[src/hdl/rv32i_consts.svh]
//========================================
// Shared constants for the RV32I core
// Include in any RTL file that needs depths, opcodes or CSR numbers
//========================================
`ifndef RV32I_CONSTS_SVH
`define RV32I_CONSTS_SVH

`define RV32I_IMEM_WORDS      256
`define RV32I_DMEM_BYTES      1024

// Major opcodes
`define RV32I_OPC_LUI         7'b0110111
`define RV32I_OPC_AUIPC       7'b0010111
`define RV32I_OPC_JAL         7'b1101111
`define RV32I_OPC_JALR        7'b1100111
`define RV32I_OPC_BRANCH      7'b1100011
`define RV32I_OPC_LOAD        7'b0000011
`define RV32I_OPC_STORE       7'b0100011
`define RV32I_OPC_OP_IMM      7'b0010011
`define RV32I_OPC_OP          7'b0110011
`define RV32I_OPC_MISC_MEM    7'b0001111
`define RV32I_OPC_SYSTEM      7'b1110011

`define RV32I_CSR_MTVEC       12'h305
`define RV32I_CSR_MEPC        12'h341
`define RV32I_CSR_MCAUSE      12'h342
`define RV32I_CSR_MSCRATCH    12'h340

`define RV32I_MSCRATCH_RESET  32'h1001
`define RV32I_MCAUSE_ILLEGAL  32'd2
`define RV32I_PC_STEP         32'd4

`endif
[src/hdl/rv32i_pkg.sv]
//========================================
// Types shared by the core and its testbench
//========================================
package rv32i_pkg;

    typedef logic [31:0] word_t;
    typedef logic [4:0]  reg_idx_t;
    typedef logic [11:0] csr_addr_t;

    typedef enum logic [3:0] {
        ALU_ADD, ALU_SUB, ALU_SLL, ALU_SLT, ALU_SLTU, ALU_XOR,
        ALU_SRL, ALU_SRA, ALU_OR, ALU_AND, ALU_EQ
    } alu_op_e;

    // Same encoding as funct3 of loads and stores
    typedef enum logic [2:0] {
        MEM_B  = 3'b000,
        MEM_H  = 3'b001,
        MEM_W  = 3'b010,
        MEM_BU = 3'b100,
        MEM_HU = 3'b101
    } mem_size_e;

    typedef enum logic [1:0] {
        CSR_NONE, CSR_WRITE, CSR_SET, CSR_CLEAR    // Matches funct3[1:0]
    } csr_op_e;

    //========================================
    // Instruction word views
    //========================================
    typedef struct packed {
        logic [6:0] funct7;
        reg_idx_t   rs2;
        reg_idx_t   rs1;
        logic [2:0] funct3;
        reg_idx_t   rd;
        logic [6:0] opcode;
    } instr_r_t;

    typedef struct packed {
        logic [11:0] imm12;
        reg_idx_t    rs1;
        logic [2:0]  funct3;
        reg_idx_t    rd;
        logic [6:0]  opcode;
    } instr_i_t;

    typedef struct packed {
        logic [6:0] imm_hi;
        reg_idx_t   rs2;
        reg_idx_t   rs1;
        logic [2:0] funct3;
        logic [4:0] imm_lo;
        logic [6:0] opcode;
    } instr_s_t;

    typedef union packed {
        instr_r_t r;
        instr_i_t i;
        instr_s_t s;
    } rv32i_instr_u;

endpackage

[src/hdl/rv32i_alu.sv]
//========================================
// Combinational ALU for the RV32I core
// Compare results land in bit 0
//========================================
module rv32i_alu (
    input  rv32i_pkg::alu_op_e alu_op,
    input  rv32i_pkg::word_t   a,
    input  rv32i_pkg::word_t   b,
    output rv32i_pkg::word_t   y
);
    import rv32i_pkg::*;

    logic [4:0] shamt;

    assign shamt = b[4:0];

    always_comb begin
        case (alu_op)
            ALU_ADD:  y = a + b;
            ALU_SUB:  y = a - b;
            ALU_SLL:  y = a << shamt;
            ALU_SLT:  y = {31'b0, $signed(a) < $signed(b)};
            ALU_SLTU: y = {31'b0, a < b};
            ALU_XOR:  y = a ^ b;
            ALU_SRL:  y = a >> shamt;
            ALU_SRA:  y = $signed(a) >>> shamt;
            ALU_OR:   y = a | b;
            ALU_AND:  y = a & b;
            ALU_EQ:   y = {31'b0, a == b};     // Branch equality
            default:  y = '0;
        endcase
    end

endmodule

[config.mk]
export PLATFORM = sky130hd
export DESIGN_NAME = rv32i_alu
export DESIGN_NICKNAME = d
export VERILOG_FILES = /design/src/hdl/rv32i_consts.svh /design/src/hdl/rv32i_pkg.sv /design/src/hdl/rv32i_alu.sv
export SDC_FILE = /design/constraint.sdc
export NUM_CORES = 1
export LEC_CHECK = 0
export BUFFER_PORTS_ARGS = -buffer_cell sky130_fd_sc_hd__buf_2
export CAP_MARGIN = 20
export CORE_MARGIN = 3
export CORE_UTILIZATION = 55
export DETAILED_ROUTE_END_ITERATION = 8
export MAX_ROUTING_LAYER = met4
export PLACE_DENSITY = 0.86
export SLEW_MARGIN = 40
export SYNTH_ARGS = -nofsm -noshare
export SYNTH_HDL_FRONTEND = slang
export SYNTH_SLANG_ARGS = --single-unit
export TNS_END_PERCENT = 30
[constraint.sdc]
create_clock -name vclk -period 5.65
set_clock_uncertainty 0.15 [all_clocks]
set_input_delay 0.2825 -clock vclk [all_inputs]
set_output_delay 0.2825 -clock vclk [all_outputs]
set_load 0.02 [all_outputs]
======== Word-level counts from Yosys, hierarchy flattened ========
Index checks and enable logic that the tools add are counted.
word-level totals
  register bits ........................... 0
  logic and storage cells ................. 23
cells by class
  add/subtract/negate cells ............... 2
  order comparisons ....................... 2
  eq/ne operators ......................... 11
  shifts and indexed selects .............. 3
  mux-type cells .......................... 1
  bitwise operators ....................... 3
  reduce and logical (&&, ||, !) cells .... 1
operator list
  operator                                        count
  one-hot mux 32 bit (11 select lines)            1
  less-than comparator 32 bit                     2
  adder 32 bit                                    1
  bitwise AND 32 bit                              1
  == test 32 bit                                  1
  OR 32 bit                                       1
  << shifter 32 x 5 -> 32 bit                     1
  right shift 32 x 5 -> 32 bit                    1
  >>> shifter 32 x 5 -> 32 bit                    1
  subtractor 32 bit                               1
  bitwise XOR 32 bit                              1
  == test 4 x 3 -> 1 bit (second input constant)  4
  == test 4 bit (second input constant)           3
  == test 4 x 2 -> 1 bit (second input constant)  2
  == test 4 x 1 -> 1 bit (second input constant)  1
  zero test 4 bit                                 1

======== Depth between registers and ports, before layout ========
  word-level depth ........................ 2
  depth in mapped cells ................... 15
  gate-level depth less buffers ........... 12

======== Worst setup path before layout ========
OpenSTA, ideal clock, no wires.
  path kind ............................... in2out
  from .................................... in b[2]
  to ...................................... out y[28]
  arrival ................................. 3.862 ns
  required time ........................... 5.218 ns
  setup slack ............................. 1.356 ns
  stages on the path ...................... 15
  path buffers ............................ 4
  path through ............................ clkbuf_1 -> inv_2 -> buf_1 -> buf_1 -> ha_1 -> buf_6 -> a21o_1 -> a31o_1 -> nand4_2 -> a31oi_4 -> a311oi_4 -> o21ai_2 -> and4_4 -> o31a_1 -> o31ai_1
between the ends
  cells in the longest elaborated chain, start to end .. 2
ends and longest elaborated chain
  what                                             RTL line         source
  from (decl)                                      rv32i_alu.sv:8   input rv32i_pkg::word_t b,
  subtractor 32 bit, or another cell as far along  rv32i_alu.sv:20  ALU_SUB: y = a - b;
  one-hot mux 32 bit (11 select lines) *           rv32i_alu.sv:18  case (alu_op)
  to (decl)                                        rv32i_alu.sv:9   output rv32i_pkg::word_t y
Mark *: on every way between the ends. The rest lies on a longest branch, timed or not.

======== Final worst setup path ========
  from .................................... in b[1]
  to ...................................... out y[29]
The elaborated chain is that of the path after synthesis.

==> results.sh <==
export IMPL_final_common_cell="nor2_1"
export IMPL_synth_compound_area_share_pct=37.7
export IMPL_critPathArrivalTime_ns=3.92
export IMPL_final_cell_mix="nor2_1, o21ai_0, a21oi_1"
export IMPL_max_freq_mhz=230
export IMPL_hold_ws_ns=1.03
export IMPL_viasPerCell=7.43
export IMPL_drtPass1Iterations=7
export IMPL_period_share_pct=77.0
export IMPL_start_util_pct=57.2
export IMPL_crit_path_max_fanout=51
export IMPL_syn_avg_cell_area_sq_um=6.60
export IMPL_cts_hold_fix_buffers=0
export IMPL_flops_and_latches=0
export IMPL_gp_congestion=1.13
export IMPL_synthMuxAreaShare_pct=14.3
export IMPL_routed_wl_mm=40.3
export IMPL_post_drt_wl_per_cell_microns=27.1
export IMPL_tns_ns=0
export IMPL_synth_cell_types=80
export IMPL_areaGrowthSynthToFinish_pct=5.16
export IMPL_worst_setup_path_start_kind="primary input"
export IMPL_first_global_vias=9724
export IMPL_cp_required_ns=5.22
export IMPL_synth_fa_ha_area_share_pct=14.8
export IMPL_dieHeight_microns=130
export IMPL_critPathKind="primary input to primary output"
export IMPL_drv_cap=0
export IMPL_cts_setup_buffers=0
export IMPL_grt_pass1_wl_mm=59.2
export IMPL_setup_viol_count_final=0
export IMPL_nNetsFinal=1468
export IMPL_io_buffers=100
export IMPL_hold_violations=0
export IMPL_finalCriticalPeriod_ns=4.35
export IMPL_n_clock_buffer=0
export IMPL_ys_warn_count=0
export IMPL_ant_nets=0
export IMPL_status="completed"
export IMPL_drt_iter0_drc=1702
export IMPL_yosys_area_share_xor_xnor_pct=2.07
export IMPL_synth_area_sq_um=8470
export IMPL_std_cell_rows=44
export IMPL_max_slew_margin_rel_pct=32.7
export IMPL_seq_area_frac_synth_pct=0
export IMPL_boundaryPins=100
export IMPL_antenna_found_initial=2
export IMPL_cts_resized=0
export IMPL_min_path_cells=5
export IMPL_worstMarginPinSlew_ns=0.999
export IMPL_grt_ovfl_total=0
export IMPL_core_area_sq_um=14800
export IMPL_yosys_area_share_simple_pct=21.6
export IMPL_dp_hpwl_mm=30.8
export IMPL_die_x_microns=130
export IMPL_seq_area_sq_um=0
export IMPL_rsz0062_at_grt="false"
export IMPL_drive_above_1_share_pct=14.0
export IMPL_slew_viol_final=0
export IMPL_end_kind="primary output"
export IMPL_hp_class="primary input to primary output"
export IMPL_grt_usage_pct=46.9
export IMPL_num_vias=11044
export IMPL_grt_max_degree=85
export IMPL_drcViolationCount=0
export IMPL_die_area_sq_um=16900
export IMPL_synth_top_family_by_area="compound AO/OA/AOI/OAI gates"
export IMPL_synthesis_nets=1451
export IMPL_synthCells=1284
layer usage:
layer | wire (microns) | global-route usage, % | vias up
li1 | - | - | 4808
met2 | 16700 | 68.0 | 968
met4 | 3430 | 30.0 | 0
met5 | 0 | - | -
met3 | 5480 | 11.1 | 263
met1 | 14700 | 58.1 | 5005
worst max-delay path, stage by stage:
cell	delay [ns]
buf_4	0.47
inv_1	0.32
ha_1	0.43
nor2_1	0.09
o311ai_2	0.32
a31oi_2	0.23
a311oi_2	0.50
o211ai_1	0.23
a311oi_2	0.34
nor3_1	0.09
a31o_1	0.20
a211o_1	0.23
buf_2	0.16
logic make-up after synthesis:
group,after synthesis
muxes,94
adders and majority gates,99
xor gates and xnor gates,20
buffers and inverters,192
and+or+nand+nor,399
AOI/OAI and AO/OA,480
synth_stat cells, types with 7 or more instances:
master	count	area (sq um)
a211oi_1	21	158
o311ai_0	9	78.8
o211ai_1	33	248
inv_1	83	312
a31oi_1	16	100
o31ai_1	10	75.1
o22ai_1	11	68.8
nand3_1	26	130
xnor2_1	16	140
nor2_1	166	623
or3_1	16	100
clkbuf_1	53	199
o21ai_1	19	95.1
o21bai_1	12	90.1
o21ai_0	115	576
a22oi_1	14	105
mux2i_1	57	571
a221oi_1	26	228
mux2_2	16	180
nand2_1	88	330
buf_1	10	37.5
a211o_1	14	123
and3_1	7	43.8
nand2b_1	18	113
mux4_2	20	450
a21o_1	14	105
nor2b_1	10	62.6
a21oi_1	105	526
nor4_1	9	56.3
nor3_1	27	135
buf_2	28	140
ha_1	97	1210
layout make-up:
type	instances	area, sq um
well taps	184	230
fillers	1519	5900
inverters	91	342
repair buffers	116	636
diodes	3	7.51
multi-input cells	1092	7690
worst paths after layout:
path	start	endpoint
setup / recovery	b[1]	y[29]
hold / removal	b[15]	y[15]
metrics by stage:
step	utilization, %	cells	setup WS, ns	area [sq um]
floorplan	-	1284	1.36	8470
CTS	60.0	1483	1.43	8890
detailed placement	60.0	1483	1.43	8890
finish	60.1	1486	1.30	8900
global placement	60.0	1483	1.50	8890
global route	60.1	1485	1.21	8900
