**src/hdl/rv32i_consts.svh**
```systemverilog
//========================================
// Shared constants for the RV32I core
// Include in any RTL file that needs depths, opcodes or CSR numbers
//========================================
`ifndef RV32I_CONSTS_SVH
`define RV32I_CONSTS_SVH

`define RV32I_IMEM_WORDS      256
`define RV32I_DMEM_BYTES      1024

// Major opcodes
`define RV32I_OPC_LUI         7'b0110111
`define RV32I_OPC_AUIPC       7'b0010111
`define RV32I_OPC_JAL         7'b1101111
`define RV32I_OPC_JALR        7'b1100111
`define RV32I_OPC_BRANCH      7'b1100011
`define RV32I_OPC_LOAD        7'b0000011
`define RV32I_OPC_STORE       7'b0100011
`define RV32I_OPC_OP_IMM      7'b0010011
`define RV32I_OPC_OP          7'b0110011
`define RV32I_OPC_MISC_MEM    7'b0001111
`define RV32I_OPC_SYSTEM      7'b1110011

`define RV32I_CSR_MTVEC       12'h305
`define RV32I_CSR_MEPC        12'h341
`define RV32I_CSR_MCAUSE      12'h342
`define RV32I_CSR_MSCRATCH    12'h340

`define RV32I_MSCRATCH_RESET  32'h1001
`define RV32I_MCAUSE_ILLEGAL  32'd2
`define RV32I_PC_STEP         32'd4

`endif
```
**src/hdl/rv32i_pkg.sv**
```systemverilog
//========================================
// Types shared by the core and its testbench
//========================================
package rv32i_pkg;

    typedef logic [31:0] word_t;
    typedef logic [4:0]  reg_idx_t;
    typedef logic [11:0] csr_addr_t;

    typedef enum logic [3:0] {
        ALU_ADD, ALU_SUB, ALU_SLL, ALU_SLT, ALU_SLTU, ALU_XOR,
        ALU_SRL, ALU_SRA, ALU_OR, ALU_AND, ALU_EQ
    } alu_op_e;

    // Same encoding as funct3 of loads and stores
    typedef enum logic [2:0] {
        MEM_B  = 3'b000,
        MEM_H  = 3'b001,
        MEM_W  = 3'b010,
        MEM_BU = 3'b100,
        MEM_HU = 3'b101
    } mem_size_e;

    typedef enum logic [1:0] {
        CSR_NONE, CSR_WRITE, CSR_SET, CSR_CLEAR    // Matches funct3[1:0]
    } csr_op_e;

    //========================================
    // Instruction word views
    //========================================
    typedef struct packed {
        logic [6:0] funct7;
        reg_idx_t   rs2;
        reg_idx_t   rs1;
        logic [2:0] funct3;
        reg_idx_t   rd;
        logic [6:0] opcode;
    } instr_r_t;

    typedef struct packed {
        logic [11:0] imm12;
        reg_idx_t    rs1;
        logic [2:0]  funct3;
        reg_idx_t    rd;
        logic [6:0]  opcode;
    } instr_i_t;

    typedef struct packed {
        logic [6:0] imm_hi;
        reg_idx_t   rs2;
        reg_idx_t   rs1;
        logic [2:0] funct3;
        logic [4:0] imm_lo;
        logic [6:0] opcode;
    } instr_s_t;

    typedef union packed {
        instr_r_t r;
        instr_i_t i;
        instr_s_t s;
    } rv32i_instr_u;

endpackage

```
**src/hdl/rv32i_regfile.sv**
```systemverilog
//========================================
// Integer register file, two reads and one write
//========================================
module rv32i_regfile (
    input  logic                clk,
    input  logic                rst,
    input  rv32i_pkg::reg_idx_t rs1_addr,
    input  rv32i_pkg::reg_idx_t rs2_addr,
    input  rv32i_pkg::reg_idx_t rd_addr,
    input  logic                rd_we,
    input  rv32i_pkg::word_t    rd_wdata,
    output rv32i_pkg::word_t    rs1_data,
    output rv32i_pkg::word_t    rs2_data
);
    import rv32i_pkg::*;

    word_t regs [1:31];    // x0 has no storage

    assign rs1_data = (rs1_addr == 5'd0) ? '0 : regs[rs1_addr];
    assign rs2_data = (rs2_addr == 5'd0) ? '0 : regs[rs2_addr];

    always_ff @(posedge clk) begin
        if (rst) begin
            for (int r = 1; r < 32; r++)
                regs[r] <= '0;
        end else if (rd_we && rd_addr != 5'd0) begin
            regs[rd_addr] <= rd_wdata;
        end
    end

endmodule

```
**config.mk**
```make
export PLATFORM = sky130hd
export DESIGN_NAME = rv32i_regfile
export DESIGN_NICKNAME = d
export VERILOG_FILES = /design/src/hdl/rv32i_consts.svh /design/src/hdl/rv32i_pkg.sv /design/src/hdl/rv32i_regfile.sv
export SDC_FILE = /design/constraint.sdc
export NUM_CORES = 2
export LEC_CHECK = 0
export ABC_CLOCK_PERIOD_IN_PS = 5540
export BUFFER_PORTS_ARGS = -buffer_cell sky130_fd_sc_hd__buf_2
export CAP_MARGIN = 20
export CORE_MARGIN = 2
export CORE_UTILIZATION = 50
export CTS_BUF_LIST = sky130_fd_sc_hd__clkbuf_2
export DETAILED_ROUTE_END_ITERATION = 16
export GPL_ROUTABILITY_DRIVEN = 0
export GPL_TIMING_DRIVEN = 0
export PLACE_DENSITY = 0.66
export SYNTH_ARGS = -nofsm -noshare
export SYNTH_HDL_FRONTEND = slang
export SYNTH_SLANG_ARGS = --single-unit
```
**constraint.sdc**
```tcl
create_clock -name clk -period 5.54 [get_ports clk]
set_input_delay 1.108 -clock clk [delete_from_list [all_inputs] [get_ports clk]]
set_output_delay 1.108 -clock clk [all_outputs]
set_load 0.005 [all_outputs]
```
# Word-level counts from Yosys, hierarchy flattened
# Memories as Yosys holds them, arrays and structs flattened.
# Index checks and enable logic that the tools add are counted.
# W data, S select, Z words.
# op_classes
n_reduce_logical	5
muxes	10
# ops
operator	count
$mux W32	3
$reduce_or A32 Y1	1
$logic_not A5 Y1	2
$mux W1	6
$mux W5	1
$reduce_bool A5 Y1	1
$logic_and A1 B1 Y1	1
# totals
mem_count	1
inputBits	50
ram_bits	992
output_inout_bits	64
reg_bits	0
# mem_list
name	depth	width	read_ports	rd_clocked_by_memory_dff	wr	line	rtl
regs	31	32	2	0	31	rv32i_regfile.sv:17	word_t regs [1:31];

# Longest topological paths before layout
# logic_depth
word_depth	7
mapped_depth	9
depth_no_buf	4

# Worst setup path before layout
# Ideal clock, no wire load.
# synth_timing
path_type	input-to-output
startpoint	input rs1_addr[2]
endpoint	output rs1_data[10]
arrival_time_ps	2740
slack_ps	1692
path_stages	7
path_cell_list	buf_2 buf_2 buf_1 mux4_2 mux4_2 o22ai_1 nor3_1
# synth_between
elab_chain_cells	2
# synth_rtl
element	line	rtl
from (decl)	rv32i_regfile.sv:7	input rv32i_pkg::reg_idx_t rs1_addr,
$mem_v2 Z31 W32 or $logic_not A5 Y1 (tied branches)	-	
$mux W32 *	rv32i_regfile.sv:19	assign rs1_data = (rs1_addr == 5'd0) ? '0 : regs[rs1_addr];
to (decl)	rv32i_regfile.sv:12	output rv32i_pkg::word_t rs1_data,
# Every way passes the cells marked *; elsewhere a longest branch is shown, timed or not.

# Final worst setup path
# layout_timing
startpoint	input rs2_addr[1]
endpoint	output rs2_data[21]
# layout_between
elab_chain_cells	2
# layout_rtl
element	line	rtl
from (decl)	rv32i_regfile.sv:8	input rv32i_pkg::reg_idx_t rs2_addr,
$mem_v2 Z31 W32 or $logic_not A5 Y1 (tied branches)	-	
$mux W32 *	rv32i_regfile.sv:20	assign rs2_data = (rs2_addr == 5'd0) ? '0 : regs[rs2_addr];
to (decl)	rv32i_regfile.sv:13	output rv32i_pkg::word_t rs2_data
# Marked as above.

==> metrics.md <==
| Metric | Value |
|---|---|
| Result of the run | finished, violations left |
| Violated checks | negative setup slack |
| Number of vias in the routed layout | 38100 |
| Max stage delay on crit path | 0.87 ns |
| Element type at the critical path end | output port |
| Max Clock Freq | 0.174 GHz |
| Number of flip-flops in the largest register | 1024 |
| Starting density of the core | 50.5% |
| Maximum number of buffers from clock root to sink | 4 |
| Most common cell after layout, fill and taps aside | sky130_fd_sc_hd__edfxtp_1 |
| Filler Cells Inserted | 8690 |
| Number of sinks on the clock net | 1024 |
| Final-report hold violation count | 0 |
| Yosys Warn Count | 0 |
| Final layout net count | 4050 |
| Leading cell types in the layout, fill and taps excluded | 1024 x sky130_fd_sc_hd__edfxtp_1, 995 x sky130_fd_sc_hd__and2_1, 472 x sky130_fd_sc_hd__mux4_2, 400 x sky130_fd_sc_hd__clkbuf_2, 255 x sky130_fd_sc_hd__clkbuf_1 |
| Crit path time final | 5.76 ns |
| Crit path launch | rs2_addr[1] |
| Total GRT Usage | 38.4% |
| Final setup violating endpoints | 15 |
| CTS H-tree lvls | 5 |
| Launch point of the worst hold path | rd_wdata[9] |
| Post-synthesis register bit count | 1024 |
| Sum of negative setup slack | -1.13 ns |
| Count of input and output buffers | 107 |
| Number of primary I/O pins | 114 |
| Pre-antenna DRT Iters | 8 |
| Transition at the pin with the smallest max-transition slack | 1.32 ns |
| Clock buffer count from CTS | 287 |
| Kind of critical path | input port to output port |
| Registers with the most flip-flops | regs (1024) |
| P&R area growth vs syn | 11.0% |
| Arrival time at the worst endpoint | 4.65 ns |
| Vias in the first global route | 37500 |
| Area share of the leading cell type in the synthesized netlist | 56.7% |
| Mean Syn Cell Area | 15.5 um^2 |
| Relative slew slack | 11.8% |
| Met3 WL | 32.4 mm |
| Slowest stage cell, crit path | sky130_fd_sc_hd__nor4b_1 |
| Standard-cell row count | 120 |
| First-pass GRT wire length | 289 mm |
| Met2 routed WL | 93.1 mm |
| Top delay family on crit path | buffers and inverters |
| Register area share after synthesis | 56.7% |
| Die width | 333 um |
| Final Cycle Share | 104% |
| Critical path required time | 4.43 ns |
| Path class of the lowest-slack min-delay path | input port to register |
| Residual antenna-violating net count after detailed routing | 0 |
| Post-detailed-route via-to-cell ratio | 6.83 |
| Unrepaired setup endpoints after global routing | no |
| Pwr/cell area | 283 mW/mm^2 |
| Grt total ovfl | 0 |
| Leakage power | 21.3 nW |
| Post-route setup slack | -0.217 ns |
| Distinct cells, synth | 43 |
| Biggest fanout along the worst timing path | 10 |
| CTS tree | built |
| Top post-synthesis cells by area | sky130_fd_sc_hd__edfxtp_1 57%, sky130_fd_sc_hd__mux4_2 20%, sky130_fd_sc_hd__and2_1 11%, sky130_fd_sc_hd__mux2i_1 2.8%, sky130_fd_sc_hd__clkbuf_1 1.8% |
| Largest net degree at the start of global routing | 33 |
| Reg clk slew, reported paths | 0.11 ns |
| Pins over their slew limit | 0 |
| Post-route DRC | 0 |
| DRC violation total after the first TritonRoute iteration | 6295 |
| Synthesized area | 0.0542 mm^2 |
| Final Core Density | 56.1% |
| Buffers plus inverters on the worst setup path | 5 |
| Routed WL | 214 mm |
| Total power | 17.0 mW |
| Height of the die | 333 um |
| Largest reg by FF count | regs |
| Cell type with the largest total area after synthesis | sky130_fd_sc_hd__edfxtp_1 |
| Top routing layer in use | met5 |
| Core Footprint | 0.107 mm^2 |
| Maximum VDD drop | 0.000158 V |
| Root cell of the clock tree | sky130_fd_sc_hd__clkbuf_2 |
| Number of cells produced by synthesis | 3500 |
| Dominant cell type by count on the critical path | sky130_fd_sc_hd__buf_2 |
| Routed length per placed instance | 38.4 um |
| Critical Path, Cell by Cell | buf_2 -> buf_2 -> buf_2 -> buf_2 -> a211oi_1 -> nor4b_1 -> buf_2 |
| Initial antenna violation count | 11 |
| Detail Placement HPWL | 147 mm |
| Die outline area | 0.111 mm^2 |
| CP Launch Type | input port |
| Fraction of layout cells with a size suffix above 1 | 29.8% |
| Maximum capacitance violations | 0 |
| Met1 wire length | 73.0 mm |
==> per-stage QoR <==
stage               hold WS, ns  setup slack [ns]  area (um^2)  instances
floorplan                  1.21              1.69        54300       3531
global placement           1.34            -0.816        56600       5041
detailed placement         1.34            -0.850        57400       5078
CTS                       0.215            0.0217        60100       5561
global route              0.235           0.00149        60200       5570
finish                    0.283            -0.217        60200       5577
==> Yosys cell counts, drive strengths merged <==
cell and n:
nand2 8, a22o 51, conb 1, nor3b 1, buf 120, a211oi 7, a2111oi 55, and3 3
nand3b 5, nor4b 3, inv 2, nand3 5, and4b 1, mux2 30, edfxtp 1024, or2 33
nand4b 1, a221o 2, a221oi 4, o21ai 4, a21oi 12, nand2b 6, nor2b 14, a22oi 16
nor4 6, nor2 36, o22ai 103, mux4 472, mux2i 150, a32o 4, o221ai 1, clkbuf 264
and2 995, nand4bb 1, or3 2, or3b 4, nor3 54
==> logic make-up after synthesis <==
family,Yosys count,synth area share [%]
AO/OA/AOI/OAI,259,3.65
buffers and inverters,386,3.31
flip-flops,1024,56.7
multiplexers,652,23.0
other,1,0.00692
AND/OR/NAND/NOR,1178,13.3
==> layer usage <==
layer	global-route usage, %	vias to the layer above
li1	-	14700
met1	48.3	19200
met2	55.7	3468
met3	14.8	728
met4	24.7	10
met5	0	-
==> path summary, 6_finish.rpt <==
check	endpoint	cells after the start
setup / recovery	rs2_data[21]	7
hold / removal	regs[0][9]$_DFFE_PP_	2
==> layout make-up <==
type / count / area [um^2] / area share, %
plain buffers: 382 / 1810 / 3.00
inverters: 2 / 7.51 / 0.0125
well taps: 1403 / 1760 / 2.92
flip-flops and latches: 1024 / 30700 / 51.1
multi-input cells: 2121 / 21900 / 36.4
clock inverters: 57 / 302 / 0.501
diodes: 13 / 32.5 / 0.0540
clock buffers: 393 / 1970 / 3.27
repair buffers: 182 / 1660 / 2.76
==> where the power goes <==
group | total, mW | switching (mW) | internal, mW
Sequential | 9.17 | 0.227 | 8.94
Combinational | 2.56 | 1.55 | 1.00
Clock | 5.29 | 3.27 | 2.02
==> timing repair <==
action / CTS / global route
setup endpoints to repair: 21 / 13
gates resized for setup: 21 / 16
hold endpoints to repair: 57 / 0
hold buffers: 32 / 0
buffers inserted: 3 / 0
gates cloned: 0 / 0
Power figures use the tool's default switching activity.
