`config.mk`:
```
export PLATFORM = sky130hd
export DESIGN_NAME = rv32i_trap_csr
export DESIGN_NICKNAME = d
export VERILOG_FILES = /design/src/hdl/rv32i_pkg.sv /design/src/hdl/rv32i_trap_csr.sv
export VERILOG_INCLUDE_DIRS = /design/src /design/src/hdl
export SDC_FILE = /design/constraint.sdc
export NUM_CORES = 1
export LEC_CHECK = 0
export BUFFER_PORTS_ARGS = -buffer_cell sky130_fd_sc_hd__clkbuf_2
export CORE_UTILIZATION = 40
export DETAILED_ROUTE_END_ITERATION = 16
export PLACE_DENSITY = 0.64
export RECOVER_POWER = 100
export SLEW_MARGIN = 20
export SYNTH_ARGS = -nofsm -noshare
export SYNTH_HDL_FRONTEND = slang
export SYNTH_SLANG_ARGS = --single-unit
```
`constraint.sdc`:
```
create_clock -name clk -period 2.2 [get_ports clk]
set_input_delay 0 -clock clk [delete_from_list [all_inputs] [get_ports clk]]
set_output_delay 0 -clock clk [all_outputs]
set_load 0.01 [all_outputs]
```
`src/hdl/rv32i_consts.svh`:
```
//========================================
// Shared constants for the RV32I core
// Include in any RTL file that needs depths, opcodes or CSR numbers
//========================================
`ifndef RV32I_CONSTS_SVH
`define RV32I_CONSTS_SVH

`define RV32I_IMEM_WORDS      256
`define RV32I_DMEM_BYTES      1024

// Major opcodes
`define RV32I_OPC_LUI         7'b0110111
`define RV32I_OPC_AUIPC       7'b0010111
`define RV32I_OPC_JAL         7'b1101111
`define RV32I_OPC_JALR        7'b1100111
`define RV32I_OPC_BRANCH      7'b1100011
`define RV32I_OPC_LOAD        7'b0000011
`define RV32I_OPC_STORE       7'b0100011
`define RV32I_OPC_OP_IMM      7'b0010011
`define RV32I_OPC_OP          7'b0110011
`define RV32I_OPC_MISC_MEM    7'b0001111
`define RV32I_OPC_SYSTEM      7'b1110011

`define RV32I_CSR_MTVEC       12'h305
`define RV32I_CSR_MEPC        12'h341
`define RV32I_CSR_MCAUSE      12'h342
`define RV32I_CSR_MSCRATCH    12'h340

`define RV32I_MSCRATCH_RESET  32'h1001
`define RV32I_MCAUSE_ILLEGAL  32'd2
`define RV32I_PC_STEP         32'd4

`endif
```
`src/hdl/rv32i_pkg.sv`:
```
//========================================
// Types shared by the core and its testbench
//========================================
package rv32i_pkg;

    typedef logic [31:0] word_t;
    typedef logic [4:0]  reg_idx_t;
    typedef logic [11:0] csr_addr_t;

    typedef enum logic [3:0] {
        ALU_ADD, ALU_SUB, ALU_SLL, ALU_SLT, ALU_SLTU, ALU_XOR,
        ALU_SRL, ALU_SRA, ALU_OR, ALU_AND, ALU_EQ
    } alu_op_e;

    // Same encoding as funct3 of loads and stores
    typedef enum logic [2:0] {
        MEM_B  = 3'b000,
        MEM_H  = 3'b001,
        MEM_W  = 3'b010,
        MEM_BU = 3'b100,
        MEM_HU = 3'b101
    } mem_size_e;

    typedef enum logic [1:0] {
        CSR_NONE, CSR_WRITE, CSR_SET, CSR_CLEAR    // Matches funct3[1:0]
    } csr_op_e;

    //========================================
    // Instruction word views
    //========================================
    typedef struct packed {
        logic [6:0] funct7;
        reg_idx_t   rs2;
        reg_idx_t   rs1;
        logic [2:0] funct3;
        reg_idx_t   rd;
        logic [6:0] opcode;
    } instr_r_t;

    typedef struct packed {
        logic [11:0] imm12;
        reg_idx_t    rs1;
        logic [2:0]  funct3;
        reg_idx_t    rd;
        logic [6:0]  opcode;
    } instr_i_t;

    typedef struct packed {
        logic [6:0] imm_hi;
        reg_idx_t   rs2;
        reg_idx_t   rs1;
        logic [2:0] funct3;
        logic [4:0] imm_lo;
        logic [6:0] opcode;
    } instr_s_t;

    typedef union packed {
        instr_r_t r;
        instr_i_t i;
        instr_s_t s;
    } rv32i_instr_u;

endpackage

```
`src/hdl/rv32i_trap_csr.sv`:
```
//========================================
// Machine CSRs and trap state
// Reads return the old value, trap update wins over a CSR write
//========================================
`include "rv32i_consts.svh"

module rv32i_trap_csr (
    input  logic                 clk,
    input  logic                 rst,
    input  rv32i_pkg::csr_op_e   csr_op,
    input  rv32i_pkg::csr_addr_t csr_addr,
    input  rv32i_pkg::word_t     csr_wdata,
    input  logic                 trap,
    input  rv32i_pkg::word_t     trap_pc,
    output rv32i_pkg::word_t     csr_rdata,
    output rv32i_pkg::word_t     mtvec,
    output rv32i_pkg::word_t     mepc
);
    import rv32i_pkg::*;

    word_t mcause, mscratch;
    word_t new_val;

    always_comb begin
        case (csr_addr)
            `RV32I_CSR_MTVEC:    csr_rdata = mtvec;
            `RV32I_CSR_MEPC:     csr_rdata = mepc;
            `RV32I_CSR_MCAUSE:   csr_rdata = mcause;
            `RV32I_CSR_MSCRATCH: csr_rdata = mscratch;
            default:             csr_rdata = '0;    // Unknown CSRs read as zero
        endcase
        case (csr_op)
            CSR_SET:   new_val = csr_rdata | csr_wdata;
            CSR_CLEAR: new_val = csr_rdata & ~csr_wdata;
            default:   new_val = csr_wdata;
        endcase
    end

    always_ff @(posedge clk) begin
        if (rst) begin
            mtvec    <= '0;
            mepc     <= '0;
            mcause   <= '0;
            mscratch <= `RV32I_MSCRATCH_RESET;
        end else begin
            if (csr_op != CSR_NONE) begin
                case (csr_addr)
                    `RV32I_CSR_MTVEC:    mtvec    <= new_val;
                    `RV32I_CSR_MEPC:     mepc     <= new_val;
                    `RV32I_CSR_MCAUSE:   mcause   <= new_val;
                    `RV32I_CSR_MSCRATCH: mscratch <= new_val;
                    default: ;
                endcase
            end
            if (trap) begin
                mepc   <= trap_pc;
                mcause <= `RV32I_MCAUSE_ILLEGAL;
            end
        end
    end

endmodule

```
## Yosys cells after proc, flatten, opt, wreduce, memory -nomap -nowiden

Cells that the tools add are included.
W data, S select, Z words.

| storage, ports and cells | value |
|---|---|
| bits in registers | 128 |
| input bits | 81 |
| output and inout bits | 96 |
| logic and storage cells | 32 |

| operators by class | value |
|---|---|
| equality and inequality tests | 6 |
| multiplexer cells | 8 |
| bitwise gates (word level) | 3 |
| reduce and logical (&&, ||, !) cells | 10 |

Operators by type and width:

| cell | number |
|---|---|
| $pmux W32 S4 | 1 |
| $mux W32 | 3 |
| $pmux W32 S2 | 1 |
| $eq A12 B10 Y1 const B | 4 |
| $and A32 B32 Y32 | 1 |
| $not A32 Y32 | 1 |
| $or A32 B32 Y32 | 1 |
| $reduce_and A2 Y1 | 5 |
| $reduce_bool A2 Y1 | 4 |
| $mux W2 | 3 |
| $eq A2 B2 Y1 const B | 2 |
| $reduce_or A2 Y1 | 1 |

## Longest topological paths before layout

| depth | value |
|---|---|
| word-level depth | 7 |
| gate-level depth with buffers | 8 |
| depth with buffers taken out | 5 |

## Worst setup path before layout

Ideal clock, no wire load.

| path | value |
|---|---|
| path kind | input -> register |
| from | in csr_addr[3] |
| to | reg mcause[27] |
| library setup time | 70 ps |
| arrival time | 1447 ps |
| data required time | 2130 ps |
| setup slack | 684 ps |
| stages on the path | 6 |
| buffers on the path | 2 |
| cell sequence | nor4_4 nand4b_4 or3_1 buf_2 buf_6 o2bb2ai_2 |

| on the way | value |
|---|---|
| longest elaborated chain between the ends | 4 |
| elaborated cells on any way between the ends | 9 |
| those cells by class | 4 x eq/ne; 2 x mux; 2 x bitwise; 1 x reduce/logical |

Ends and longest elaborated chain:

| element | RTL line | text |
|---|---|---|
| from (decl) | rv32i_trap_csr.sv:11 | `input rv32i_pkg::csr_addr_t csr_addr,` |
| $eq A12 B10 Y1, on equally long branches | rv32i_trap_csr.sv:25, rv32i_trap_csr.sv:47 |  |
| $pmux W32 S4 | rv32i_trap_csr.sv:25 | `case (csr_addr)` |
| $and A32 B32 Y32 / $or A32 B32 Y32 (equally long branches) | rv32i_trap_csr.sv:34, rv32i_trap_csr.sv:33 |  |
| $pmux W32 S2 | rv32i_trap_csr.sv:32 | `case (csr_op)` |
| to (signal assigned) | rv32i_trap_csr.sv:50 | `` `RV32I_CSR_MCAUSE: mcause <= new_val; `` |
| to (signal assigned) | rv32i_trap_csr.sv:57 | `` mcause <= `RV32I_MCAUSE_ILLEGAL; `` |
| to (decl) | rv32i_trap_csr.sv:21 | `word_t mcause, mscratch;` |

Several ways; a longest one is shown, not always the timed one.
A chain may end at the register's enable or synchronous reset.

## Final worst setup path

| path | value |
|---|---|
| from | in csr_addr[11] |
| to | reg mtvec[21] |

| on the way | value |
|---|---|
| longest elaborated chain between the ends | 4 |
| elaborated cells on any way between the ends | 9 |
| those cells by class | 4 x eq/ne; 2 x mux; 2 x bitwise; 1 x reduce/logical |

Ends and longest elaborated chain:

| element | RTL line | text |
|---|---|---|
| $eq A12 B10 Y1, on equally long branches | rv32i_trap_csr.sv:25, rv32i_trap_csr.sv:47 |  |
| $pmux W32 S4 | rv32i_trap_csr.sv:25 |  |
| $and A32 B32 Y32 / $or A32 B32 Y32 (equally long branches) | rv32i_trap_csr.sv:34, rv32i_trap_csr.sv:33 |  |
| $pmux W32 S2 | rv32i_trap_csr.sv:32 |  |
| to (signal assigned) | rv32i_trap_csr.sv:48 | `` `RV32I_CSR_MTVEC: mtvec <= new_val; `` |
| to (decl) | rv32i_trap_csr.sv:16 | `output rv32i_pkg::word_t mtvec,` |

Several ways; a longest one is shown, not always the timed one.

==> run summary <==
Via-per-instance ratio -> 5.604
Synth Area per Inst -> 8.925 um^2
Fmax -> 549.3 MHz
Clk pin slew, worst setup/hold paths -> 0.06 ns
Post-synth EDFFs -> 0
CP Cell Sequence -> clkbuf_2 -> nor4bb_1 -> buf_4 -> nand3_1 -> clkbuf_2 -> or3_1 -> buf_4 -> o2bb2ai_1
Hold WC Path Type -> input port to register
Setup Skew -> 0.005115 ns
Crit start category -> input port
Synth Flop Type -> dfxtp_1
Fin. max-slew vios -> 0
Mapped cell area -> 6364 um^2
Buffers on Ports -> 176
Crit path from -> csr_addr[11]
Logic pwr share -> 10.0%
Met2 WL -> 9623 um
Cells after Synth -> 713
Post-DRT Antenna Nets -> 0
Reg2Reg Capture Point -> mscratch[30]
Largest net degree at the start of global routing -> 66
Int Power -> 4.466 mW
Latest clock arrival within the worst-skew pair -> 0.41 ns
Initial Util -> 41.40%
Congestion Overflow GR -> 0
Worst path max stage delay -> 0.52 ns
Vias in the first global route -> 6,108
Number of synthesized register bits -> 128
Status -> finished, final reports clean
Root Driver -> clkbuf_16
Rel. slew slack -> 38.60%
Maximum vdd ir drop -> 644.6 uV
Core Box Area -> 15,370 um^2
Pwr per Cell Area -> 703.9 nW/um^2
Area of the multi-input gates -> 3219 um^2
Longest Clk Path Bufs -> 2
Worst Setup EP -> mtvec[21]
Max cap viols -> 0
Reg-to-reg critical path startpoint -> mtvec[30]
Share of cells above drive strength 1 -> 18.06%
FFs w/ async S/R, synth -> 0%
Kind of critical path -> input port to register
Max layer used -> met4
Post-Syn Nets -> 794
DRC -> 0
Critical Path AT -> 2.16 ns
Final WS setup -> 0.3796 ns
Drt first pass iters -> 5
Synth warn -> 0
Worst Tran Pin Value -> 0.9190 ns
Slowest CP cell -> or3_1
Top-count cell post-synth -> dfxtp_1
Final wirelength -> 20,640 um
Number of I/O pins -> 177
CTS Buf Count -> 17
Clock Sinks -> 128
Die Area -> 16,420 um^2
Cell Rows -> 45
Met3 WL -> 1172 um
Clock power share -> 48.7%
Fill cells -> 1,485
Crit end category -> register
Top cells by count, synth -> dfxtp_1, inv_1, o22ai_1
CTS tree -> yes
CTS H-tree lvls -> 4
Synth area leaders -> dfxtp_1, o2bb2ai_2, o22ai_1
ANT cells -> 0
First-pass GRT wire length -> 32,710 um
Crit path max fanout -> 33
Sw frac -> 23.09%
P&R area growth vs syn -> 29.63%
Register Area -> 2562 um^2
Setup WS pre-CTS -> 0.2789 ns
Sequential fraction of the synthesis area -> 40.27%
CP required -> 2.54 ns
DP HPWL -> 13,790 um
R2r setup slk -> 0.86 ns
Fin nets -> 988
Die H -> 128.1 um
Die width -> 128.1 um
Placer Congestion -> 0.8032
Yosys top cell area share -> 40.27%
Post-Route Setup TNS -> 0 ns
Post-synth top area cell -> dfxtp_1
Antenna violations before repair -> 0
Period Utilization, post-route -> 82.75%
Initial drt markers -> 570
Met1 WL -> 9597 um
Distinct cells, synth -> 33
Gr usage total -> 25.66%
RSZ-0062 raised after global routing -> false
Leak -> 3.267 nW
CTS resizes -> 0
Avg WL per Cell -> 18.27 um
Final Hold Viols -> 0
R2R depth -> 4
Fin crit period -> 1.820 ns
Vias -> 6,333
P_sw -> 1.341 mW
Final setup fails -> 0
Sequential Power Share -> 41.3%
cell families (layout without fill, tap and decap cells):
group                      count (synthesis)  count (layout)  synth area share, %
and+or+nand+nor                           95              95                8.278
adders and majority gates                  1               1               0.1573
DFF                                      128             128                40.27
muxes                                     32              32                5.033
AOI/OAI and AO/OA                        324             324                37.91
buffers and inverters                    133             339                8.356
repair_timing:
action / 4_1_cts / 5_1_grt
hold buffers: 33 / 0
hold endpoints to repair: 33 / 0
buffers inserted: 0 / 0
placed cells by master, fill, tap and decap left out, types with 2 or more instances in the layout:
cell type	instances
o21ai_0	44
buf_4	25
a22oi_1	33
clkbuf_16	17
inv_1	64
dfxtp_1	128
o2bb2ai_1	47
nor2_1	3
clkbuf_1	102
nand3_1	2
o21ai_1	21
nor2b_1	3
or3_1	33
dlygate4sd3_1	33
clkinv_2	3
bufinv_16	3
mux2i_1	32
o221ai_1	31
clkbuf_8	3
clkbuf_2	86
o2bb2ai_2	16
buf_12	3
a21oi_1	33
o22ai_1	64
nand2_1	37
nor2b_4	2
a21o_1	32
nand4_1	3
per-stage QoR:
step | cell area [um^2] | total power [mW] | hold slack [ns] | instances | util, %
after floorplan | 6364 | 2.762 | 0.1675 | 713 | -
after global placement | 7540 | 2.986 | 0.3099 | 1065 | 49.05
after detailed placement | 7540 | 2.989 | 0.3143 | 1065 | 49.05
after CTS | 8461 | 5.838 | 0.006214 | 1129 | 55.04
after global routing | 8249 | 6.004 | 0.03463 | 1130 | 53.67
final | 8249 | 5.806 | 0.01959 | 1130 | 53.67
area by class of cell:
class,count,share of cell area [%]
Clock buffer,25,5.885
Clock inverter,6,1.274
Inverter,64,2.912
Multi-Input combinational cell,452,39.03
Sequential cell,128,31.06
Tap cell,211,3.200
Timing Repair Buffer,244,16.64
registers in the layout (all words and copies together), names as in the netlist:
name / cells
mcause: 32
mepc: 32
mscratch: 32
mtvec: 32
power by group through the flow:
stage / Clock (mW) / Combinational (mW) / Sequential (mW)
global route: 2.97 / 0.635 / 2.40
floorplan: 0 / 0.305 / 2.46
global placement: 0 / 0.541 / 2.45
finish: 2.83 / 0.581 / 2.40
CTS: 2.85 / 0.592 / 2.40
detailed placement: 0 / 0.544 / 2.45
per-layer routing:
layer  GRT usage (%)  vias up
met5               0        -
met1           33.83     2975
met3           4.174       18
met2           42.77      264
met4           8.097        0
li1                -     3076
critical path, delay by kind of cell:
family / cells / cell delay [ns]
buffers and inverters: 4 / 0.99
AO/OA/AOI/OAI: 1 / 0.19
AND/OR/NAND/NOR: 3 / 0.97
worst min-delay path by stage:
stage / from / to / slack [ns] / cells past startpoint
CTS: csr_wdata[3] / mcause[3] / 0.006 / 4
finish: csr_wdata[18] / mtvec[18] / 0.02 / 4
detailed placement: trap_pc[30] / mepc[30] / 0.31 / 3
floorplan: trap_pc[30] / mepc[30] / 0.17 / 2
global route: csr_wdata[19] / mcause[19] / 0.03 / 4
global placement: trap_pc[30] / mepc[30] / 0.31 / 3
No activity file was read; power rests on OpenSTA's default activity.
