[config.mk]
export PLATFORM = sky130hd
export DESIGN_NAME = rv32i_ctrl
export DESIGN_NICKNAME = d
export VERILOG_FILES = /design/src/hdl/rv32i_pkg.sv /design/src/hdl/rv32i_ctrl.sv
export VERILOG_INCLUDE_DIRS = /design/src /design/src/hdl
export SDC_FILE = /design/constraint.sdc
export NUM_CORES = 1
export LEC_CHECK = 0
export BUFFER_PORTS_ARGS = -buffer_cell sky130_fd_sc_hd__buf_2
export CAP_MARGIN = 25
export CORE_AREA = 4 4 202 204
export CTS_CLUSTER_SIZE = 25
export DETAILED_ROUTE_END_ITERATION = 8
export DIE_AREA = 0 0 206 208
export SYNTH_ARGS = -nofsm -noshare
export SYNTH_HDL_FRONTEND = slang
export SYNTH_SLANG_ARGS = --single-unit
[constraint.sdc]
create_clock -name clk -period 6.22 [get_ports clk]
set_input_delay 0.622 -clock clk [delete_from_list [all_inputs] [get_ports clk]]
set_output_delay 0.622 -clock clk [all_outputs]
set_load 0.01 [all_outputs]
[src/hdl/rv32i_consts.svh]
//========================================
// Shared constants for the RV32I core
// Include in any RTL file that needs depths, opcodes or CSR numbers
//========================================
`ifndef RV32I_CONSTS_SVH
`define RV32I_CONSTS_SVH

`define RV32I_IMEM_WORDS      256
`define RV32I_DMEM_BYTES      1024

// Major opcodes
`define RV32I_OPC_LUI         7'b0110111
`define RV32I_OPC_AUIPC       7'b0010111
`define RV32I_OPC_JAL         7'b1101111
`define RV32I_OPC_JALR        7'b1100111
`define RV32I_OPC_BRANCH      7'b1100011
`define RV32I_OPC_LOAD        7'b0000011
`define RV32I_OPC_STORE       7'b0100011
`define RV32I_OPC_OP_IMM      7'b0010011
`define RV32I_OPC_OP          7'b0110011
`define RV32I_OPC_MISC_MEM    7'b0001111
`define RV32I_OPC_SYSTEM      7'b1110011

`define RV32I_CSR_MTVEC       12'h305
`define RV32I_CSR_MEPC        12'h341
`define RV32I_CSR_MCAUSE      12'h342
`define RV32I_CSR_MSCRATCH    12'h340

`define RV32I_MSCRATCH_RESET  32'h1001
`define RV32I_MCAUSE_ILLEGAL  32'd2
`define RV32I_PC_STEP         32'd4

`endif
[src/hdl/rv32i_pkg.sv]
//========================================
// Types shared by the core and its testbench
//========================================
package rv32i_pkg;

    typedef logic [31:0] word_t;
    typedef logic [4:0]  reg_idx_t;
    typedef logic [11:0] csr_addr_t;

    typedef enum logic [3:0] {
        ALU_ADD, ALU_SUB, ALU_SLL, ALU_SLT, ALU_SLTU, ALU_XOR,
        ALU_SRL, ALU_SRA, ALU_OR, ALU_AND, ALU_EQ
    } alu_op_e;

    // Same encoding as funct3 of loads and stores
    typedef enum logic [2:0] {
        MEM_B  = 3'b000,
        MEM_H  = 3'b001,
        MEM_W  = 3'b010,
        MEM_BU = 3'b100,
        MEM_HU = 3'b101
    } mem_size_e;

    typedef enum logic [1:0] {
        CSR_NONE, CSR_WRITE, CSR_SET, CSR_CLEAR    // Matches funct3[1:0]
    } csr_op_e;

    //========================================
    // Instruction word views
    //========================================
    typedef struct packed {
        logic [6:0] funct7;
        reg_idx_t   rs2;
        reg_idx_t   rs1;
        logic [2:0] funct3;
        reg_idx_t   rd;
        logic [6:0] opcode;
    } instr_r_t;

    typedef struct packed {
        logic [11:0] imm12;
        reg_idx_t    rs1;
        logic [2:0]  funct3;
        reg_idx_t    rd;
        logic [6:0]  opcode;
    } instr_i_t;

    typedef struct packed {
        logic [6:0] imm_hi;
        reg_idx_t   rs2;
        reg_idx_t   rs1;
        logic [2:0] funct3;
        logic [4:0] imm_lo;
        logic [6:0] opcode;
    } instr_s_t;

    typedef union packed {
        instr_r_t r;
        instr_i_t i;
        instr_s_t s;
    } rv32i_instr_u;

endpackage

[src/hdl/rv32i_ctrl.sv]
//========================================
// Decode, immediates, pc and halt state
// Steers the datapath for one instruction per executing cycle
//========================================
`include "rv32i_consts.svh"

module rv32i_ctrl (
    input  logic                    clk,
    input  logic                    rst,
    input  logic                    run,
    input  rv32i_pkg::rv32i_instr_u instr,
    input  rv32i_pkg::word_t        rs1_data,
    input  rv32i_pkg::word_t        rs2_data,
    input  rv32i_pkg::word_t        alu_y,
    input  rv32i_pkg::word_t        load_data,
    input  rv32i_pkg::word_t        csr_rdata,
    input  rv32i_pkg::word_t        mtvec,
    input  rv32i_pkg::word_t        mepc,
    output rv32i_pkg::word_t        pc,
    output rv32i_pkg::reg_idx_t     rs1_addr,
    output rv32i_pkg::reg_idx_t     rs2_addr,
    output rv32i_pkg::reg_idx_t     rd_addr,
    output logic                    rd_we,
    output rv32i_pkg::word_t        rd_wdata,
    output rv32i_pkg::alu_op_e      alu_op,
    output rv32i_pkg::word_t        alu_a,
    output rv32i_pkg::word_t        alu_b,
    output logic                    mem_we,
    output rv32i_pkg::mem_size_e    mem_size,
    output rv32i_pkg::word_t        mem_addr,
    output rv32i_pkg::csr_op_e      csr_op,
    output rv32i_pkg::csr_addr_t    csr_addr,
    output rv32i_pkg::word_t        csr_wdata,
    output logic                    trap,
    output rv32i_pkg::word_t        trap_pc,
    output logic                    halted,
    output logic                    retire_valid
);
    import rv32i_pkg::*;

    logic [6:0] opcode;
    logic [2:0] funct3;
    logic [6:0] funct7;
    word_t      imm_i, imm_s, imm_b, imm_u, imm_j;
    word_t      pc_plus4, next_pc;
    alu_op_e    arith_op;
    logic       exec, wb_en, illegal, halt_req;

    assign opcode   = instr.r.opcode;
    assign funct3   = instr.r.funct3;
    assign funct7   = instr.r.funct7;
    assign rs1_addr = instr.r.rs1;
    assign rs2_addr = instr.r.rs2;
    assign rd_addr  = instr.r.rd;

    //========================================
    // Immediates
    //========================================
    assign imm_i = {{20{instr.i.imm12[11]}}, instr.i.imm12};
    assign imm_s = {{20{instr.s.imm_hi[6]}}, instr.s.imm_hi, instr.s.imm_lo};
    assign imm_b = {{20{instr.s.imm_hi[6]}}, instr.s.imm_lo[0], instr.s.imm_hi[5:0],
                    instr.s.imm_lo[4:1], 1'b0};
    assign imm_u = {instr.i.imm12, instr.i.rs1, instr.i.funct3, 12'b0};
    assign imm_j = {{12{instr.i.imm12[11]}}, instr.i.rs1, instr.i.funct3,
                    instr.i.imm12[0], instr.i.imm12[10:1], 1'b0};

    assign exec         = run & ~halted & ~rst;
    assign retire_valid = exec;
    assign pc_plus4     = pc + `RV32I_PC_STEP;
    assign mem_addr     = alu_y;                   // rs1 plus offset
    assign mem_size     = mem_size_e'(funct3);
    assign csr_addr     = instr.i.imm12;
    assign csr_wdata    = funct3[2] ? {27'b0, instr.r.rs1} : rs1_data;  // uimm forms
    assign trap         = exec & illegal;
    assign trap_pc      = pc;
    assign rd_we        = exec & wb_en & (rd_addr != 5'd0);
    assign mem_we       = exec & ~illegal & (opcode == `RV32I_OPC_STORE);

    // Shared by OP and OP-IMM with SUB in the register form only
    always_comb begin
        case (funct3)
            3'b000:  arith_op = (opcode == `RV32I_OPC_OP && funct7[5]) ? ALU_SUB : ALU_ADD;
            3'b001:  arith_op = ALU_SLL;
            3'b010:  arith_op = ALU_SLT;
            3'b011:  arith_op = ALU_SLTU;
            3'b100:  arith_op = ALU_XOR;
            3'b101:  arith_op = funct7[5] ? ALU_SRA : ALU_SRL;
            3'b110:  arith_op = ALU_OR;
            default: arith_op = ALU_AND;
        endcase
    end

    //========================================
    // Main decode
    //========================================
    always_comb begin
        alu_op   = ALU_ADD;
        alu_a    = rs1_data;
        alu_b    = imm_i;
        rd_wdata = alu_y;
        next_pc  = pc_plus4;
        wb_en    = 1'b0;
        illegal  = 1'b0;
        halt_req = 1'b0;
        csr_op   = CSR_NONE;
        case (opcode)
            `RV32I_OPC_LUI: begin
                alu_a = '0;
                alu_b = imm_u;
                wb_en = 1'b1;
            end
            `RV32I_OPC_AUIPC: begin
                alu_a = pc;
                alu_b = imm_u;
                wb_en = 1'b1;
            end
            `RV32I_OPC_JAL: begin
                rd_wdata = pc_plus4;
                wb_en    = 1'b1;
                next_pc  = pc + imm_j;
            end
            `RV32I_OPC_JALR: begin
                rd_wdata = pc_plus4;
                wb_en    = 1'b1;
                next_pc  = {alu_y[31:1], 1'b0};
            end
            `RV32I_OPC_BRANCH: begin
                alu_b = rs2_data;
                case (funct3[2:1])
                    2'b00:   alu_op = ALU_EQ;
                    2'b10:   alu_op = ALU_SLT;
                    2'b11:   alu_op = ALU_SLTU;
                    default: illegal = 1'b1;
                endcase
                if (alu_y[0] ^ funct3[0])          // Odd funct3 inverts the compare
                    next_pc = pc + imm_b;
            end
            `RV32I_OPC_LOAD: begin
                rd_wdata = load_data;
                wb_en    = 1'b1;
                illegal  = (funct3 == 3'b011) || (funct3[2:1] == 2'b11);
            end
            `RV32I_OPC_STORE: begin
                alu_b   = imm_s;
                illegal = funct3 > 3'b010;
            end
            `RV32I_OPC_OP_IMM: begin
                alu_op  = arith_op;
                wb_en   = 1'b1;
                illegal = (funct3 == 3'b001 && funct7 != 7'd0) ||
                          (funct3 == 3'b101 && (funct7 & 7'b1011111) != 7'd0);
            end
            `RV32I_OPC_OP: begin
                alu_op  = arith_op;
                alu_b   = rs2_data;
                wb_en   = 1'b1;
                illegal = ((funct7 & 7'b1011111) != 7'd0) ||
                          (funct7[5] && funct3 != 3'b000 && funct3 != 3'b101);
            end
            `RV32I_OPC_MISC_MEM: begin
                // FENCE has nothing to order here
            end
            `RV32I_OPC_SYSTEM: begin
                if (funct3 == 3'b000) begin
                    if (instr.i.rs1 != 5'd0 || instr.i.rd != 5'd0)
                        illegal = 1'b1;
                    else if (instr.i.imm12 == 12'h000 || instr.i.imm12 == 12'h001)
                        halt_req = 1'b1;                    // ECALL, EBREAK
                    else if (instr.i.imm12 == 12'h302)
                        next_pc = mepc + `RV32I_PC_STEP;    // MRET
                    else
                        illegal = 1'b1;
                end else if (funct3 == 3'b100) begin
                    illegal = 1'b1;
                end else begin
                    rd_wdata = csr_rdata;
                    wb_en    = 1'b1;
                    // Set or clear with a zero source leaves the CSR alone
                    if (!(funct3[1] && instr.r.rs1 == 5'd0))
                        csr_op = csr_op_e'(funct3[1:0]);
                end
            end
            default: illegal = 1'b1;
        endcase
        if (illegal) begin
            next_pc = mtvec;
            wb_en   = 1'b0;
        end
        if (!exec)
            csr_op = CSR_NONE;
    end

    //========================================
    // pc and halt state
    //========================================
    always_ff @(posedge clk) begin
        if (rst) begin
            pc     <= '0;
            halted <= 1'b0;
        end else if (exec) begin
            pc <= next_pc;
            if (halt_req)
                halted <= 1'b1;                // Held until the next reset
        end
    end

endmodule

# ---- After elaboration in Yosys (flattened, before gate mapping)
# Cells that the tools add are included.
dict set report word_totals {
  register_bits 33
  elab_cells 106
}
dict set report classes {
  add_sub_neg 4
  order_cmp 1
  n_eq_ne 22
  mux 38
  n_bitwise 11
  n_reduce_logical 28
}
# operator n
set op_table {}
lappend op_table {{32-bit two-way mux} 9}
lappend op_table {{32-bit case mux with 3 select lines} 2}
lappend op_table {{32-bit case mux with 4 select lines} 1}
lappend op_table {{32-bit by 3-bit adder with 32-bit output, second input constant} 2}
lappend op_table {{32-bit adder} 2}
lappend op_table {{32-bit case mux with 2 select lines} 1}
lappend op_table {{7-bit equality test, second input constant} 4}
lappend op_table {{4-bit case mux with 7 select lines} 1}
lappend op_table {{7-bit by 6-bit equality test with 1-bit output, second input constant} 3}
lappend op_table {{1-bit two-way mux} 15}
lappend op_table {{7-bit by 5-bit equality test with 1-bit output, second input constant} 2}
lappend op_table {{7-bit nonzero test} 2}
lappend op_table {{12-bit by 1-bit equality test with 1-bit output, second input constant} 1}
lappend op_table {{12-bit by 10-bit equality test with 1-bit output, second input constant} 1}
lappend op_table {{12-bit zero test} 1}
lappend op_table {{4-bit case mux with 3 select lines} 1}
lappend op_table {{2-bit two-way mux} 5}
lappend op_table {{5-bit nonzero test} 2}
lappend op_table {{3-bit equality test, second input constant} 3}
lappend op_table {{4-bit case mux with 2 select lines} 1}
lappend op_table {{2-bit OR reduction} 4}
lappend op_table {{1-bit AND} 7}
lappend op_table {{7-bit by 2-bit equality test with 1-bit output, second input constant} 1}
lappend op_table {{7-bit by 4-bit equality test with 1-bit output, second input constant} 1}
lappend op_table {{other kinds (19)} 32}

# ---- Logic depth before layout (Yosys ltp)
dict set report depth {
  word_depth 9
  ltp_mapped 12
}

# ---- Worst setup path after synthesis
# OpenSTA, ideal clock, no wires.
dict set report synth_path {
  kind {input-to-reg}
  startpoint {input port instr[8] in the netlist's numbering}
  endpoint {register pc[21]}
  setup_time_ns 0.130
  arrival_ns 3.337
  path_slack_ns 2.752
  stages 10
  cell_sequence {ha_1 -> fa_1 -> a211oi_1 -> o21ai_0 -> a221oi_1 -> a211oi_1 -> o31a_1 -> a221o_1 -> a211oi_1 -> o32ai_1}
}
dict set report synth_via {
  elab_chain_cells 6
}
# item line
set synth_rtl {}
lappend synth_rtl {{start, declared} rv32i_ctrl.sv:11} ;# input rv32i_pkg::rv32i_instr_u instr,
lappend synth_rtl {{branches (longest 5 deep; another with 32-bit adder)} --}
lappend synth_rtl {{32-bit two-way mux *} rv32i_ctrl.sv:185} ;# if (illegal) begin
lappend synth_rtl {{end signal, assigned} rv32i_ctrl.sv:201} ;# pc <= next_pc;
lappend synth_rtl {{end, declared} rv32i_ctrl.sv:19} ;# output rv32i_pkg::word_t pc,
# Mark *: on every way between the ends.
# A chain may end at the register's enable or synchronous reset.

# ---- Worst setup path in the final report
dict set report layout_path {
  startpoint {register pc[2]}
  endpoint {output port rd_wdata[28]}
}
dict set report layout_via {
  elab_chain_cells 2
}
# item line
set layout_rtl {}
lappend layout_rtl {{32-bit by 3-bit adder with 32-bit output (no source line)} --}
lappend layout_rtl {{32-bit case mux with 3 select lines} rv32i_ctrl.sv:106} ;# case (opcode)
lappend layout_rtl {{end, declared} rv32i_ctrl.sv:24} ;# output rv32i_pkg::word_t rd_wdata,
# Every way passes these cells.

==> summary.md <==
| Metric | Value |
|---|---|
| CTS Root Buffer Type | clkbuf_16 |
| Clock skew | 0.00733 ns |
| Slowest-stage cell, CP | dfxtp_1 |
| Worst setup path startpoint | pc[2]$_SDFFE_PP0P_ |
| DPL Wire Length | 56500 µm |
| Comb power frac | 60.4% |
| CTS tree | built |
| Clock Latency Late Sink | 0.30 ns |
| Netlist cell types | 92 |
| Worst EP arrival | 3.85 ns |
| Final ANT Viol Nets | 0 |
| Final WL | 70300 µm |
| Clk pwr share | 19.6% |
| Post-route DRC | 26 |
| Critical Path Sink Type | output pin |
| Sequential share of the synthesized area | 6.78% |
| Ports | 524 |
| Final setup violation count | 0 |
| Cts hold-fix bufs | 0 |
| Layout cells sized above 1 | 33.5% |
| Final Max Slew Viols | 0 |
| Multi-input gate area | 7860 µm² |
| Most common cell in the netlist | nand2_1 |
| CP Buf/Inv Count | 1 |
| Core region area | 39300 µm² |
| Max-slew headroom | 27.0% |
| Tmin final | 4.47 ns |
| PnR worst setup slack | 1.75 ns |
| Post-Syn Instances | 1428 |
| Worst hold-check path type | flip-flop to flip-flop |
| Max frequency | 224 MHz |
| Post-cts resize count | 0 |
| Worst EP required | 5.60 ns |
| Final hold slack | 0.490 ns |
| Yosys top cell area share | 7.40% |
| Post-synth EDFFs | 0 |
| Setup tns final | 0 ns |
| DRT iter0 DRCs | 2158 |
| Clk sinks | 33 |
| Cell taking the most area after synthesis | buf_4 |
| Worst VDD drop | 0.0834 mV |
| CTS clk-pin slew, worst paths | 0.06 ns |
| Gr ovfl total | 0 |
| FP Rows | 73 |
| Worst slew pin tran | 1.09 ns |
| Status | complete, but fails checks |
| Post-CTS Setup Bufs | 0 |
| Synth Cell Area | 9740 µm² |
| Crit-path cells | ha_1 > nand2_1 > nor4_2 > nand2_1 > or3_1 > xor2_1 > o21ai_0 > buf_2 |
| Setup crit start kind | flip-flop |
| Initial core utilization | 24.8% |
| TritonRoute pass-1 iters | 9 |
| Max Fanout on Critical Path | 14 |
| PortBufs | 523 |
| Fillers | 4342 |
| Via-to-Cell Ratio | 6.07 |
| Place WS | 1.81 ns |
| Net Count, Synth | 1734 |
| CP top delay family | simple AND/OR/NAND/NOR gates |
| Die H | 208 µm |
| Switching Share | 50.6% |
| RSZ-0062 raised after global routing | no |
| Max-cap violations | 0 |
| WL/cell | 30.4 µm |
| H-tree levels | 2 |
| Die ar. | 42800 µm² |
| Critical R2R Launch | pc[2]$_SDFFE_PP0P_ |
| Pwr Density | 112 nW/µm² |
| Async SR Flop Fraction | 0% |
| Register area | 661 µm² |
| Internal power | 0.677 mW |
| Hold Crit Start | halted$_SDFFE_PP0P_ |
| Register bit total from synthesis | 33 |
| Register share of total power | 20.0% |
| Failing checks | design-rule violations |
| Top cells by count, synth | 191 x nand2_1, 96 x buf_4, 94 x clkbuf_1 |
| Final hold vios | 0 |
| Syn-to-layout area delta | 25.5% |
| GR Util All Layers | 30.5% |
| Die width | 206 µm |
| Vias in the first global route | 12800 |
| Worst path max stage delay | 1.01 ns |
| CTS Buf Count | 5 |
| Initial antenna violation count | 14 |
| Critical path class | flip-flop to output pin |
| Top post-synthesis cells by area | buf_4 7.4%, nand2_1 7.4%, dfxtp_1 6.8% |
| CTS Buffer Depth | 2 |
| Final net count | 2083 |
| First-pass GRT wire length | 96700 µm |
| Largest net degree at the start of global routing | 48 |
| Crit-path most repeated cell | nand2_1 |
| Routability cong. | 1.00 |
| Net Sw Power | 0.693 mW |
| Leak pwr | 5.76 nW |
| Primary FF master, synth | dfxtp_1 |
| Avg Cell Area, Syn | 6.82 µm² |
| Crit share post-route | 71.9% |
| Via count | 14000 |
| Synthesis Warnings | 0 |
==> power by group through the flow <==
stage,clock (mW),sequential [mW],combinational (mW)
floorplan,0,0.256,0.457
global placement,0,0.276,0.806
detailed placement,0,0.276,0.804
CTS,0.273,0.271,0.807
global route,0.275,0.274,0.876
finish,0.269,0.274,0.827
==> registers in the layout (all words and copies together), names as in the netlist <==
signal  flops
halted      1
pc         32
==> cells by family (layout without fill, tap and decap cells) <==
kind of cell,Yosys count,count (layout),synth area share (%)
other,0,10,0
adders and majority gates,47,47,6.19
buffers and inverters,230,580,12.7
muxes,21,21,2.23
xor gates and xnor gates,87,87,7.90
and+or+nand+nor,546,546,29.5
DFF,33,33,6.78
AOI/OAI and AO/OA,464,464,34.7
==> final cells by class <==
cell class / instances / share of cell area, %
multi-input combinational: 1165 / 64.3
timing repair buffer: 545 / 22.8
sequential: 33 / 5.40
tap: 525 / 5.37
clock buffer: 8 / 1.12
inverter: 27 / 0.829
antenna: 10 / 0.205
==> per-stage QoR <==
| stage | instance area, µm² | power [mW] | instances | utilization [%] |
|---|---|---|---|---|
| 2_1_floorplan | 9740 | 0.713 | 1428 | - |
| 3_3_place_gp | 12100 | 1.08 | 2295 | 30.7 |
| 3_5_place_dp | 12100 | 1.08 | 2295 | 30.7 |
| 4_1_cts | 12200 | 1.35 | 2303 | 31.1 |
| 5_1_grt | 12200 | 1.43 | 2310 | 31.1 |
| 6_report | 12200 | 1.37 | 2313 | 31.1 |
==> placed cells by master, fill, tap and decap left out, drive strengths merged, types with 11 or more instances in the layout <==
cell type and count:
a211oi 23, a21o 30, a21oi 89, a221o 29, a221oi 21, a222oi 35, a22o 11, a31oi 15
and2 14, and3 25, and4 14, buf 545, dfxtp 33, ha 45, inv 27, mux2i 15
nand2 191, nand3 53, nand3b 29, nand4 26, nor2 71, nor2b 29, nor3 32, nor4 16
o211ai 17, o21ai 75, o221ai 14, o31ai 17, or3 12, xnor2 50, xor2 37
==> final timing paths <==
kind	end	slack (ns)	cells past startpoint
max	rd_wdata[28]	1.75	8
min reg2reg	halted$_SDFFE_PP0P_	0.49	2
min	halted$_SDFFE_PP0P_	0.49	2
max reg2reg	pc[22]$_SDFFE_PP0P_	2.11	9
==> per-layer routing <==
metal	track usage, %	wire length [µm]	vias up
met5	0	48	-
met4	13.8	3280	8
met3	5.25	7430	161
met2	45.8	30300	1000
met1	42.5	29300	6803
li1	-	-	6073
==> worst min-delay path, delay by kind of cell, from the launching register on <==
family | cells | cell delay [ns]
flip-flops | 1 | 0.31
buffers and inverters | 1 | 0.07
AO/OA/AOI/OAI | 1 | 0.06
Note: power is estimated with default switching activity, not from simulation.
